$ cat src/verilog/enc_bus_pkg.sv
package enc_bus_pkg;

   //************************************************************
   // Clock and chip timing limits.
   //************************************************************
   localparam int CLK_PERIOD_PS        = 10000;  // 100 MHz system clock.
   localparam int T_EN_SRAM_RD_HIGH_PS = 75000;  // EN high, SRAM window read.
   localparam int T_EN_OTHER_HIGH_PS   = 20000;  // EN high, everything else.
   localparam int T_EN_SRAM_RW_LOW_PS  = 40000;  // EN low, SRAM window access.
   localparam int T_EN_OTHER_LOW_PS    = 10000;  // EN low, everything else.

   // Limits rounded up to whole clocks.
   localparam int EN_SRAM_RD_HIGH_CLK =
      (T_EN_SRAM_RD_HIGH_PS + CLK_PERIOD_PS - 1) / CLK_PERIOD_PS;
   localparam int EN_OTHER_HIGH_CLK =
      (T_EN_OTHER_HIGH_PS + CLK_PERIOD_PS - 1) / CLK_PERIOD_PS;
   localparam int EN_SRAM_LOW_CLK =
      (T_EN_SRAM_RW_LOW_PS + CLK_PERIOD_PS - 1) / CLK_PERIOD_PS;
   localparam int EN_OTHER_LOW_CLK =
      (T_EN_OTHER_LOW_PS + CLK_PERIOD_PS - 1) / CLK_PERIOD_PS;

   // Counters hold count-1, so the longest count sets the width.
   localparam int ENH_CNT_W = $clog2(EN_SRAM_RD_HIGH_CLK);
   localparam int ENL_CNT_W = $clog2(EN_SRAM_LOW_CLK);

   localparam int SFR_ADDR_W  = 9;
   localparam int HOST_ADDR_W = 12;
   localparam int DATA_W      = 32;
   localparam int AD_W        = 8;
   localparam int LANES       = 4;
   localparam int BURST_BIT   = 11;   // Host address bit for 4-byte bursts.

   typedef logic [SFR_ADDR_W-1:0]    sfr_addr_t;
   typedef logic [$clog2(LANES)-1:0] lane_t;

   // SRAM window registers, longer EN timing.
   localparam sfr_addr_t EGPDATA  = 9'h080;
   localparam sfr_addr_t ERXDATA  = 9'h082;
   localparam sfr_addr_t EUDADATA = 9'h084;

   //************************************************************
   // Sequencer states and bus structs.
   //************************************************************
   typedef enum logic [3:0] {
      ETH_IDLE, ETH_ADDR1, ETH_ADDR2,
      ETH_WRITE1, ETH_WRITE2, ETH_WRITE3,
      ETH_READ1, ETH_READ2, ETH_READ3,
      ETH_WR_DONE, ETH_RD_WAIT
   } eth_state_e;

   typedef struct packed {
      logic                   sel;    // Request valid.
      logic                   rnw;    // 1 = read.
      logic [HOST_ADDR_W-1:0] addr;
      logic [DATA_W-1:0]      wdata;
   } host_req_t;

   typedef struct packed {
      logic              rd_ack;
      logic              wr_ack;
      logic [DATA_W-1:0] rdata;
   } host_rsp_t;

   typedef struct packed {
      logic            en;       // Read/write enable.
      logic            al;       // Address latch.
      logic            rnw_ad8;  // R/W select, AD8 in the address phase.
      logic [AD_W-1:0] ad_o;
      logic            ad_oe;    // 1 = bridge drives AD.
   } enc_pins_t;

endpackage

$ cat src/verilog/enc_addr_track.sv
`timescale 1ns/1ps

module enc_addr_track (
   input  logic                   clk,
   input  logic                   rstn,
   input  enc_bus_pkg::host_req_t  req,
   input  enc_bus_pkg::eth_state_e state,
   output logic                   addr_changed,
   output logic                   sram_access,
   output logic                   sram_read
);

   enc_bus_pkg::sfr_addr_t req_sfr;     // SFR address of the pending request.
   enc_bus_pkg::sfr_addr_t sfr_cache;   // Address last latched on the chip.
   logic                   cache_inv;   // Nothing latched yet.

   assign req_sfr = req.addr[10:2];     // Word address into the SFR space.

   //************************************************************
   // Address cache.
   //************************************************************
   always_ff @(posedge clk)
   begin
      if (!rstn)
         cache_inv <= 1'b1;
      else if (state == enc_bus_pkg::ETH_ADDR1)
         cache_inv <= 1'b0;             // Valid once the first latch goes out.
   end

   always_ff @(posedge clk)
   begin
      if (state == enc_bus_pkg::ETH_ADDR1)
         sfr_cache <= req_sfr;
   end

   assign addr_changed = cache_inv || (sfr_cache != req_sfr);

   // Access kind, captured when the request is accepted.
   always_ff @(posedge clk)
   begin
      if ((state == enc_bus_pkg::ETH_IDLE) && req.sel)
      begin
         sram_access <= (req_sfr == enc_bus_pkg::EGPDATA) ||
                        (req_sfr == enc_bus_pkg::ERXDATA) ||
                        (req_sfr == enc_bus_pkg::EUDADATA);
         sram_read   <= req.rnw;        // Only matters together with sram_access.
      end
   end

endmodule

$ cat src/verilog/enc_bus_bridge.sv
`timescale 1ns/1ps

module enc_bus_bridge (
   input  logic                         clk,
   input  logic                         rstn,
   input  enc_bus_pkg::host_req_t       req,
   output enc_bus_pkg::host_rsp_t       rsp,
   output enc_bus_pkg::enc_pins_t       pins,
   input  logic [enc_bus_pkg::AD_W-1:0] ad_i,
   input  logic                         irq_n,
   output logic                         interrupt
);

   enc_bus_pkg::eth_state_e         state;
   enc_bus_pkg::lane_t              lane;
   logic                            addr_changed, sram_access, sram_read;
   logic                            hi_done, lo_done;
   logic                            byte_strobe, burst_last, rd_done;
   logic [enc_bus_pkg::DATA_W-1:0]  rdata;
   logic [1:0]                      irq_sync;   // Two-flop synchroniser.

   //************************************************************
   // Datapath and control.
   //************************************************************
   enc_addr_track u_addr_track (.clk, .rstn, .req, .state,
                                .addr_changed, .sram_access, .sram_read);

   enc_strobe_timer u_strobe_timer (.clk, .state, .sram_access, .sram_read,
                                    .hi_done, .lo_done);

   enc_bus_fsm u_bus_fsm (.clk, .rstn, .req, .addr_changed, .hi_done, .lo_done,
                          .rd_done, .state, .lane, .byte_strobe, .burst_last);

   enc_pin_drive u_pin_drive (.clk, .rstn, .state, .req, .lane, .pins);

   enc_read_capture u_read_capture (.clk, .rstn, .ad_i, .byte_strobe, .burst_last,
                                    .rd_done, .rdata);

   // Host response.
   assign rsp = '{rd_ack: rd_done,
                  wr_ack: (state == enc_bus_pkg::ETH_WR_DONE),
                  rdata:  rdata};

   //************************************************************
   // Interrupt request, active low on the chip.
   //************************************************************
   always_ff @(posedge clk)
   begin
      if (!rstn)
         irq_sync <= 2'b11;                    // No request pending.
      else
         irq_sync <= {irq_sync[0], irq_n};
   end

   assign interrupt = ~irq_sync[1];

endmodule

$ cat src/verilog/enc_bus_fsm.sv
`timescale 1ns/1ps

module enc_bus_fsm (
   input  logic                    clk,
   input  logic                    rstn,
   input  enc_bus_pkg::host_req_t  req,
   input  logic                    addr_changed,
   input  logic                    hi_done,
   input  logic                    lo_done,
   input  logic                    rd_done,
   output enc_bus_pkg::eth_state_e state,
   output enc_bus_pkg::lane_t      lane,
   output logic                    byte_strobe,
   output logic                    burst_last
);

   enc_bus_pkg::eth_state_e next_state;
   enc_bus_pkg::lane_t      byte_cnt;   // Byte of the current burst.
   enc_bus_pkg::lane_t      byte_max;   // 3 for a burst, 0 for a single byte.
   logic                    start;      // Request accepted.
   logic                    byte_adv;   // End of a low phase.

   assign start    = (state == enc_bus_pkg::ETH_IDLE) && req.sel;
   assign byte_adv = ((state == enc_bus_pkg::ETH_WRITE3) ||
                      (state == enc_bus_pkg::ETH_READ3)) && lo_done;

   //************************************************************
   // Byte counter.
   //************************************************************
   always_ff @(posedge clk)
   begin
      if (start)
      begin
         byte_cnt <= '0;
         byte_max <= req.addr[enc_bus_pkg::BURST_BIT] ? 2'd3 : 2'd0;
      end
      else if (byte_adv)
         byte_cnt <= byte_cnt + 2'd1;
   end

   assign burst_last  = (byte_cnt == byte_max);
   assign lane        = byte_cnt;
   assign byte_strobe = (state == enc_bus_pkg::ETH_READ2) && hi_done;  // Last high cycle.

   //************************************************************
   // Transfer sequencer.
   //************************************************************
   always_ff @(posedge clk)
   begin
      if (!rstn)
         state <= enc_bus_pkg::ETH_IDLE;
      else
         state <= next_state;
   end

   always_comb
   begin
      next_state = state;                          // Hold by default.
      case (state)
         enc_bus_pkg::ETH_IDLE:
         begin
            if (req.sel)
            begin
               if (addr_changed)
                  next_state = enc_bus_pkg::ETH_ADDR1;   // Latch a new address first.
               else if (req.rnw)
                  next_state = enc_bus_pkg::ETH_READ1;
               else
                  next_state = enc_bus_pkg::ETH_WRITE1;
            end
         end
         enc_bus_pkg::ETH_ADDR1:
            next_state = enc_bus_pkg::ETH_ADDR2;         // AL pulse.
         enc_bus_pkg::ETH_ADDR2:                         // Address hold.
            next_state = req.rnw ? enc_bus_pkg::ETH_READ1 : enc_bus_pkg::ETH_WRITE1;

         // Write loop, one byte per pass.
         enc_bus_pkg::ETH_WRITE1:
            next_state = enc_bus_pkg::ETH_WRITE2;
         enc_bus_pkg::ETH_WRITE2:
         begin
            if (hi_done)
               next_state = burst_last ? enc_bus_pkg::ETH_WR_DONE : enc_bus_pkg::ETH_WRITE3;
         end
         enc_bus_pkg::ETH_WRITE3:
         begin
            if (lo_done)
               next_state = enc_bus_pkg::ETH_WRITE1;
         end

         // Read loop, READ1 only before the first byte.
         enc_bus_pkg::ETH_READ1:
            next_state = enc_bus_pkg::ETH_READ2;
         enc_bus_pkg::ETH_READ2:
         begin
            if (hi_done)
               next_state = burst_last ? enc_bus_pkg::ETH_RD_WAIT : enc_bus_pkg::ETH_READ3;
         end
         enc_bus_pkg::ETH_READ3:
         begin
            if (lo_done)
               next_state = enc_bus_pkg::ETH_READ2;
         end

         enc_bus_pkg::ETH_WR_DONE:
            next_state = enc_bus_pkg::ETH_IDLE;          // Write ack cycle.
         enc_bus_pkg::ETH_RD_WAIT:
         begin
            if (rd_done)                                 // Last byte assembled.
               next_state = enc_bus_pkg::ETH_IDLE;
         end
         default:
            next_state = enc_bus_pkg::ETH_IDLE;
      endcase
   end

endmodule

$ cat src/verilog/enc_pin_drive.sv
`timescale 1ns/1ps

module enc_pin_drive (
   input  logic                    clk,
   input  logic                    rstn,
   input  enc_bus_pkg::eth_state_e state,
   input  enc_bus_pkg::host_req_t  req,
   input  enc_bus_pkg::lane_t      lane,
   output enc_bus_pkg::enc_pins_t  pins
);

   logic                        en_q;
   logic                        al_q;
   logic                        rnw_ad8_q;
   logic [enc_bus_pkg::AD_W-1:0] ad_q;
   logic                        oe_q;
   logic                        addr_ph;     // Address phase.
   logic                        rd_ph;       // Read loop.

   assign addr_ph = (state == enc_bus_pkg::ETH_ADDR1) || (state == enc_bus_pkg::ETH_ADDR2);
   assign rd_ph   = (state == enc_bus_pkg::ETH_READ1) || (state == enc_bus_pkg::ETH_READ2) ||
                    (state == enc_bus_pkg::ETH_READ3);

   //************************************************************
   // Strobes and drive enable.
   //************************************************************
   always_ff @(posedge clk)
   begin
      if (!rstn)
      begin
         en_q <= 1'b0;
         al_q <= 1'b0;
         oe_q <= 1'b0;
      end
      else
      begin
         en_q <= (state == enc_bus_pkg::ETH_WRITE2) || (state == enc_bus_pkg::ETH_READ2);
         al_q <= (state == enc_bus_pkg::ETH_ADDR1);
         // Bus is driven from the address phase until the write ack.
         oe_q <= addr_ph ||
                 (state == enc_bus_pkg::ETH_WRITE1) || (state == enc_bus_pkg::ETH_WRITE2) ||
                 (state == enc_bus_pkg::ETH_WRITE3) || (state == enc_bus_pkg::ETH_WR_DONE);
      end
   end

   // Address and data byte.
   always_ff @(posedge clk)
   begin
      if (addr_ph)
      begin
         rnw_ad8_q <= req.addr[10];       // AD8.
         ad_q      <= req.addr[9:2];      // AD7..AD0.
      end
      else
      begin
         rnw_ad8_q <= rd_ph;              // High through the whole read loop.
         ad_q      <= req.wdata[lane*enc_bus_pkg::AD_W +: enc_bus_pkg::AD_W];
      end
   end

   assign pins = '{en:      en_q,
                   al:      al_q,
                   rnw_ad8: rnw_ad8_q,
                   ad_o:    ad_q,
                   ad_oe:   oe_q};

endmodule

$ cat src/verilog/enc_read_capture.sv
`timescale 1ns/1ps

module enc_read_capture (
   input  logic                           clk,
   input  logic                           rstn,
   input  logic [enc_bus_pkg::AD_W-1:0]   ad_i,
   input  logic                           byte_strobe,
   input  logic                           burst_last,
   output logic                           rd_done,
   output logic [enc_bus_pkg::DATA_W-1:0] rdata
);

   logic [enc_bus_pkg::AD_W-1:0]   ad_q;       // Registered chip byte.
   logic [1:0]                     valid_shr;  // byte_strobe delay line.
   logic [2:0]                     done_shr;   // Last-byte delay line.
   logic                           rd_valid;
   logic [enc_bus_pkg::DATA_W-1:0] word_q;
   enc_bus_pkg::lane_t             wr_lane;    // Next lane to fill.

   always_ff @(posedge clk)
   begin
      ad_q <= ad_i;
   end

   //************************************************************
   // Strobe delay lines.
   //************************************************************
   always_ff @(posedge clk)
   begin
      if (!rstn)
      begin
         valid_shr <= '0;
         done_shr  <= '0;
      end
      else
      begin
         valid_shr <= {valid_shr[0], byte_strobe};
         done_shr  <= {done_shr[1:0], byte_strobe && burst_last};
      end
   end

   assign rd_valid = valid_shr[1];   // ad_q holds the sampled byte now.
   assign rd_done  = done_shr[2];    // One cycle after the last lane write.

   // Word assembly, lanes 0 to 3 in order.
   always_ff @(posedge clk)
   begin
      if (!rstn || rd_done)
      begin
         word_q  <= '0;               // Zero again after the ack cycle.
         wr_lane <= '0;
      end
      else if (rd_valid)
      begin
         word_q[wr_lane*enc_bus_pkg::AD_W +: enc_bus_pkg::AD_W] <= ad_q;
         wr_lane <= wr_lane + 2'd1;
      end
   end

   assign rdata = word_q;

endmodule

$ cat src/verilog/enc_strobe_timer.sv
`timescale 1ns/1ps

module enc_strobe_timer (
   input  logic                   clk,
   input  enc_bus_pkg::eth_state_e state,
   input  logic                   sram_access,
   input  logic                   sram_read,
   output logic                   hi_done,
   output logic                   lo_done
);

   typedef logic [enc_bus_pkg::ENH_CNT_W-1:0] enh_cnt_t;
   typedef logic [enc_bus_pkg::ENL_CNT_W-1:0] enl_cnt_t;

   enh_cnt_t enh_cnt;   // EN high time remaining.
   enl_cnt_t enl_cnt;   // EN low time remaining.
   logic     x1x3;      // Before a high phase.
   logic     x2;        // EN high.
   logic     x3;        // EN low between bytes.

   assign x1x3 = (state == enc_bus_pkg::ETH_WRITE1) || (state == enc_bus_pkg::ETH_READ1) ||
                 (state == enc_bus_pkg::ETH_WRITE3) || (state == enc_bus_pkg::ETH_READ3);
   assign x2   = (state == enc_bus_pkg::ETH_WRITE2) || (state == enc_bus_pkg::ETH_READ2);
   assign x3   = (state == enc_bus_pkg::ETH_WRITE3) || (state == enc_bus_pkg::ETH_READ3);

   //************************************************************
   // EN high time counter.
   //************************************************************
   always_ff @(posedge clk)
   begin
      if (x1x3)
      begin
         if (sram_access && sram_read)            // SRAM window read is slowest.
            enh_cnt <= enh_cnt_t'(enc_bus_pkg::EN_SRAM_RD_HIGH_CLK - 1);
         else
            enh_cnt <= enh_cnt_t'(enc_bus_pkg::EN_OTHER_HIGH_CLK - 1);
      end
      else if (x2)
         enh_cnt <= enh_cnt - enh_cnt_t'(1);
   end

   // EN low time counter, reloaded every high cycle.
   always_ff @(posedge clk)
   begin
      if (x2)
      begin
         if (sram_access)
            enl_cnt <= enl_cnt_t'(enc_bus_pkg::EN_SRAM_LOW_CLK - 1);
         else
            enl_cnt <= enl_cnt_t'(enc_bus_pkg::EN_OTHER_LOW_CLK - 1);
      end
      else if (x3)
         enl_cnt <= enl_cnt - enl_cnt_t'(1);
   end

   assign hi_done = (enh_cnt == '0);  // Last high cycle.
   assign lo_done = (enl_cnt == '0);  // Last low cycle.

endmodule
$ cat config.mk
export PLATFORM = sky130hd
export DESIGN_NAME = enc_bus_bridge
export DESIGN_NICKNAME = d
export VERILOG_FILES = /design/src/verilog/enc_bus_pkg.sv /design/src/verilog/enc_addr_track.sv /design/src/verilog/enc_bus_bridge.sv /design/src/verilog/enc_bus_fsm.sv /design/src/verilog/enc_pin_drive.sv /design/src/verilog/enc_read_capture.sv /design/src/verilog/enc_strobe_timer.sv
export SDC_FILE = /design/constraint.sdc
export NUM_CORES = 1
export LEC_CHECK = 0
export ABC_AREA = 1
export BUFFER_PORTS_ARGS = -buffer_cell sky130_fd_sc_hd__clkbuf_2
export CAP_MARGIN = 20
export CORE_AREA = 2 2 90 92
export DETAILED_ROUTE_END_ITERATION = 12
export DIE_AREA = 0 0 92 94
export PLACE_DENSITY_LB_ADDON = 0.25
export SLEW_MARGIN = 20
export SYNTH_ARGS = -nofsm -noshare
export SYNTH_HDL_FRONTEND = slang
export SYNTH_HIERARCHICAL = 1
export SYNTH_SLANG_ARGS = --single-unit
$ cat constraint.sdc
create_clock -name clk -period 3.6 [get_ports clk]
set_input_delay 0.18 -clock clk [delete_from_list [all_inputs] [get_ports clk]]
set_output_delay 0.18 -clock clk [all_outputs]
set_load 0.02 [all_outputs]
==> results.txt <==
Status - completed
Min Hold Slack - 0.0494 ns
IO Port Bufs - 101
HPWL after DPL - 7010 um
GR Overflow Total - 0
Clock slew at reported path FFs - 0.08 ns
Total power - 2.75 mW
Post-synthesis sequential area ratio - 0.430
Global-route wire length before repair - 16100 um
Warnings from Yosys - 6
Placed Area - 4880 um2
Tcrit/Tclk final - 0.503
1st-iter DRT viols - 148
Slew @ Worst Pin - 0.807 ns
P&R area growth vs syn - 18.7%
GPL Wtd Cong - 0.835
Antenna Nets Post-Route - 0
WHS Path Cells - 1
Synthesized area per cell - 7.16 um2
Main area contributors after synthesis - dfxtp_1 (31%), nand2_1 (16%), edfxtp_1 (12%), inv_1 (8.8%), a21oi_1 (4.7%)
Diode count - 0
Final count of pins violating max slew - 0
Mapped Area - 4350 um2
Slowest stage delay, CP - 0.67 ns
WHS Endpoint - u_addr_track/sfr_cache[0]
Vias in the first global route - 3706
Initial antenna violation count - 0
Area of the core - 7610 um2
DIE AREA - 8650 um2
Initial Util - 0.572
Post-route cell area - 5170 um2
Post-layout min period - 1.81 ns
Synth Register Bits - 85
Vias per cell - 4.77
Headroom to the max-slew limit - 0.460
R2r startpoint - u_bus_fsm/state[0]
Path depth of the worst reg2reg path - 2
Worst Path Arrival - 1.78 ns
Hold_sp - req[34]
RSZ-0062 raised after global routing - no
Die Height - 94 um
Synth cell types - 32
Worst EP required - 3.57 ns
# IOs - 104
Skew-Pair Late Insertion Delay - 0.35 ns
Fmax - 0.553 GHz
Die Wd - 92 um
Hold Crit Class - input port to flip-flop
Routed WL - 9310 um
Final nets - 780
Max FO, Critical Path - 12
CTS H-tree depth - 3
Final Skew - 0.0107 ns
R2R setup slack - 1.79 ns
Crit path max-delay cell type - dfxtp_1
Clock buffer depth - 2
Final setup viols - 0
Largest net degree at the start of global routing - 25
Max-capacitance violation count - 0
Worst r2r dst - u_addr_track/sfr_cache[1]
Ratio of cells with drive above 1 in the final layout - 0.238
Maximum vdd ir drop - 0.000274 V
Power Density - 532 nW/um2
P_leak - 2.71 nW
Setup CP Type - flip-flop to flip-flop
WL per Instance - 11.3 um
Root buf cell - clkbuf_8
Startpoint types - flip-flop
Critical path capture point type - flip-flop
DR pass1 iterations - 4
DR DRC count - 0
GRT Overall Usage - 0.233
Num rows - 32
Share of the synthesized area in the top cell type - 0.313
Fin. Hold Viols - 0
CTS buffer count - 9
Syn_nets - 673
Setup TNS Final - 0 ns
Fillcell total - 683
Via Count - 3919
Clock sink count - 85
Post-synth top area cell - dfxtp_1
Synth Instances - 608
CTS tree - done
Crit-path cells - inv_1, nor2_1
==> kinds of logic after synthesis <==
logic type               Yosys count  share of synthesized area
AO/OA/AOI/OAI                     63                     0.0770
adder cells (fa/ha/maj)            8                     0.0230
buffers and inverters            131                      0.125
XOR/XNOR                           3                    0.00604
flip-flops                        85                      0.430
AND/OR/NAND/NOR                  318                      0.339
==> repair_timing <==
action                    CTS  global route
hold endpoints to repair   10             0
hold buffers               10             0
gates resized for setup     0             0
buffers inserted            0             0
==> layer usage <==
| metal | track usage | vias up | routed length (um) |
|---|---|---|---|
| met5 | 0 | - | 0 |
| met4 | 0.0684 | 0 | 111 |
| met3 | 0.0554 | 10 | 677 |
| met2 | 0.434 | 127 | 4620 |
| met1 | 0.266 | 1709 | 3900 |
| li1 | - | 2073 | - |
==> cells in the mapped netlist <==
cell / instances
nor3_1: 2
o22ai_1: 2
xor2_1: 1
nor3b_1: 1
nor2_4: 10
edfxtp_1: 17
xnor2_1: 2
o21ai_0: 14
nor2_8: 2
o21ai_1: 3
nand2_2: 16
a21oi_1: 41
nor4_1: 1
buf_2: 6
buf_6: 2
nor2_2: 4
nand2_4: 4
dfxtp_1: 68
inv_4: 1
o21bai_1: 1
ha_1: 8
nand4_1: 6
a21oi_2: 1
a21oi_4: 1
buf_4: 7
or2_2: 1
nor2_1: 46
nand3_1: 40
inv_2: 13
nand2_1: 182
inv_1: 102
nand3_2: 3
==> cells in the final DEF, fill, tap and decap left out <==
master	count
clkbuf_1	2
nand2_4	4
o21ai_0	14
nand3_2	3
nand2_1	182
a21oi_2	1
clkbuf_8	9
xor2_1	1
inv_2	13
nor3b_1	1
edfxtp_1	17
nand2_2	16
clkbuf_2	101
o22ai_1	2
clkinv_4	3
nand4_1	6
nor2_1	46
clkbuf_16	1
nor4_1	1
nor3_1	2
o21ai_1	3
dfxtp_1	68
nor2_8	2
dlygate4sd3_1	10
a21oi_4	1
or2_2	1
clkinv_2	1
nor2_4	10
inv_1	102
o21bai_1	1
xnor2_1	2
inv_4	1
nand3_1	40
ha_1	8
a21oi_1	41
nor2_2	4
==> metrics by stage <==
stage / cells / setup slack (ns) / utilization
finish: 822 / 1.79 / 0.679
global route: 822 / 1.67 / 0.679
CTS: 822 / 1.79 / 0.679
detailed placement: 796 / 1.81 / 0.642
global placement: 796 / 1.83 / 0.642
floorplan: 608 / 1.94 / -
==> power by group <==
group          leakage, nW  total, mW  internal (mW)  switching [mW]
clock               0.0957      0.625          0.296           0.329
sequential           0.713       1.25           1.14           0.113
combinational         1.90      0.869          0.292           0.578
==> area by class of cell <==
type | count | area, um2 | share of cell area
multi-input cells | 392 | 1940 | 0.375
clock inverters | 4 | 31.3 | 0.00605
repair buffers | 111 | 606 | 0.117
well taps | 102 | 128 | 0.0247
flip-flops and latches | 85 | 1870 | 0.362
clock buffers | 12 | 156 | 0.0303
inverters | 116 | 438 | 0.0847
==> registers in the layout (all words and copies together) (netlist names) <==
name                      cells
irq_sync                      2
u_addr_track/cache_inv        1
u_addr_track/sfr_cache        9
u_addr_track/sram_access      1
u_addr_track/sram_read        1
u_bus_fsm/byte_max            1
u_bus_fsm/lane                2
u_bus_fsm/state               4
u_pin_drive/ad_q              8
u_pin_drive/al_q              1
u_pin_drive/en_q              1
u_pin_drive/oe_q              1
u_pin_drive/rnw_ad8_q         1
u_read_capture/ad_q           8
u_read_capture/done_shr       3
u_read_capture/rdata         32
u_read_capture/valid_shr      2
u_read_capture/wr_lane        2
u_strobe_timer/enh_cnt        3
u_strobe_timer/enl_cnt        2
==> worst max-delay path by stage <==
stage	from	to	slack (ns)
floorplan	u_read_capture/wr_lane[0]	u_read_capture/rdata[24]	1.94
global placement	u_bus_fsm/state[0]	u_addr_track/sfr_cache[0]	1.83
detailed placement	u_bus_fsm/state[0]	u_addr_track/sfr_cache[8]	1.81
CTS	u_bus_fsm/state[0]	u_addr_track/sfr_cache[1]	1.79
global route	u_read_capture/wr_lane[0]	u_read_capture/rdata[26]	1.67
finish	u_bus_fsm/state[0]	u_addr_track/sfr_cache[1]	1.79
==> critical path: cells and delay by family, from the launching register on <==
| kind | cells | cell delay [ns] |
|---|---|---|
| AND/OR/NAND/NOR | 1 | 0.65 |
| buffers and inverters | 1 | 0.11 |
| flip-flops | 1 | 0.67 |
Power figures use the tool's default switching activity.
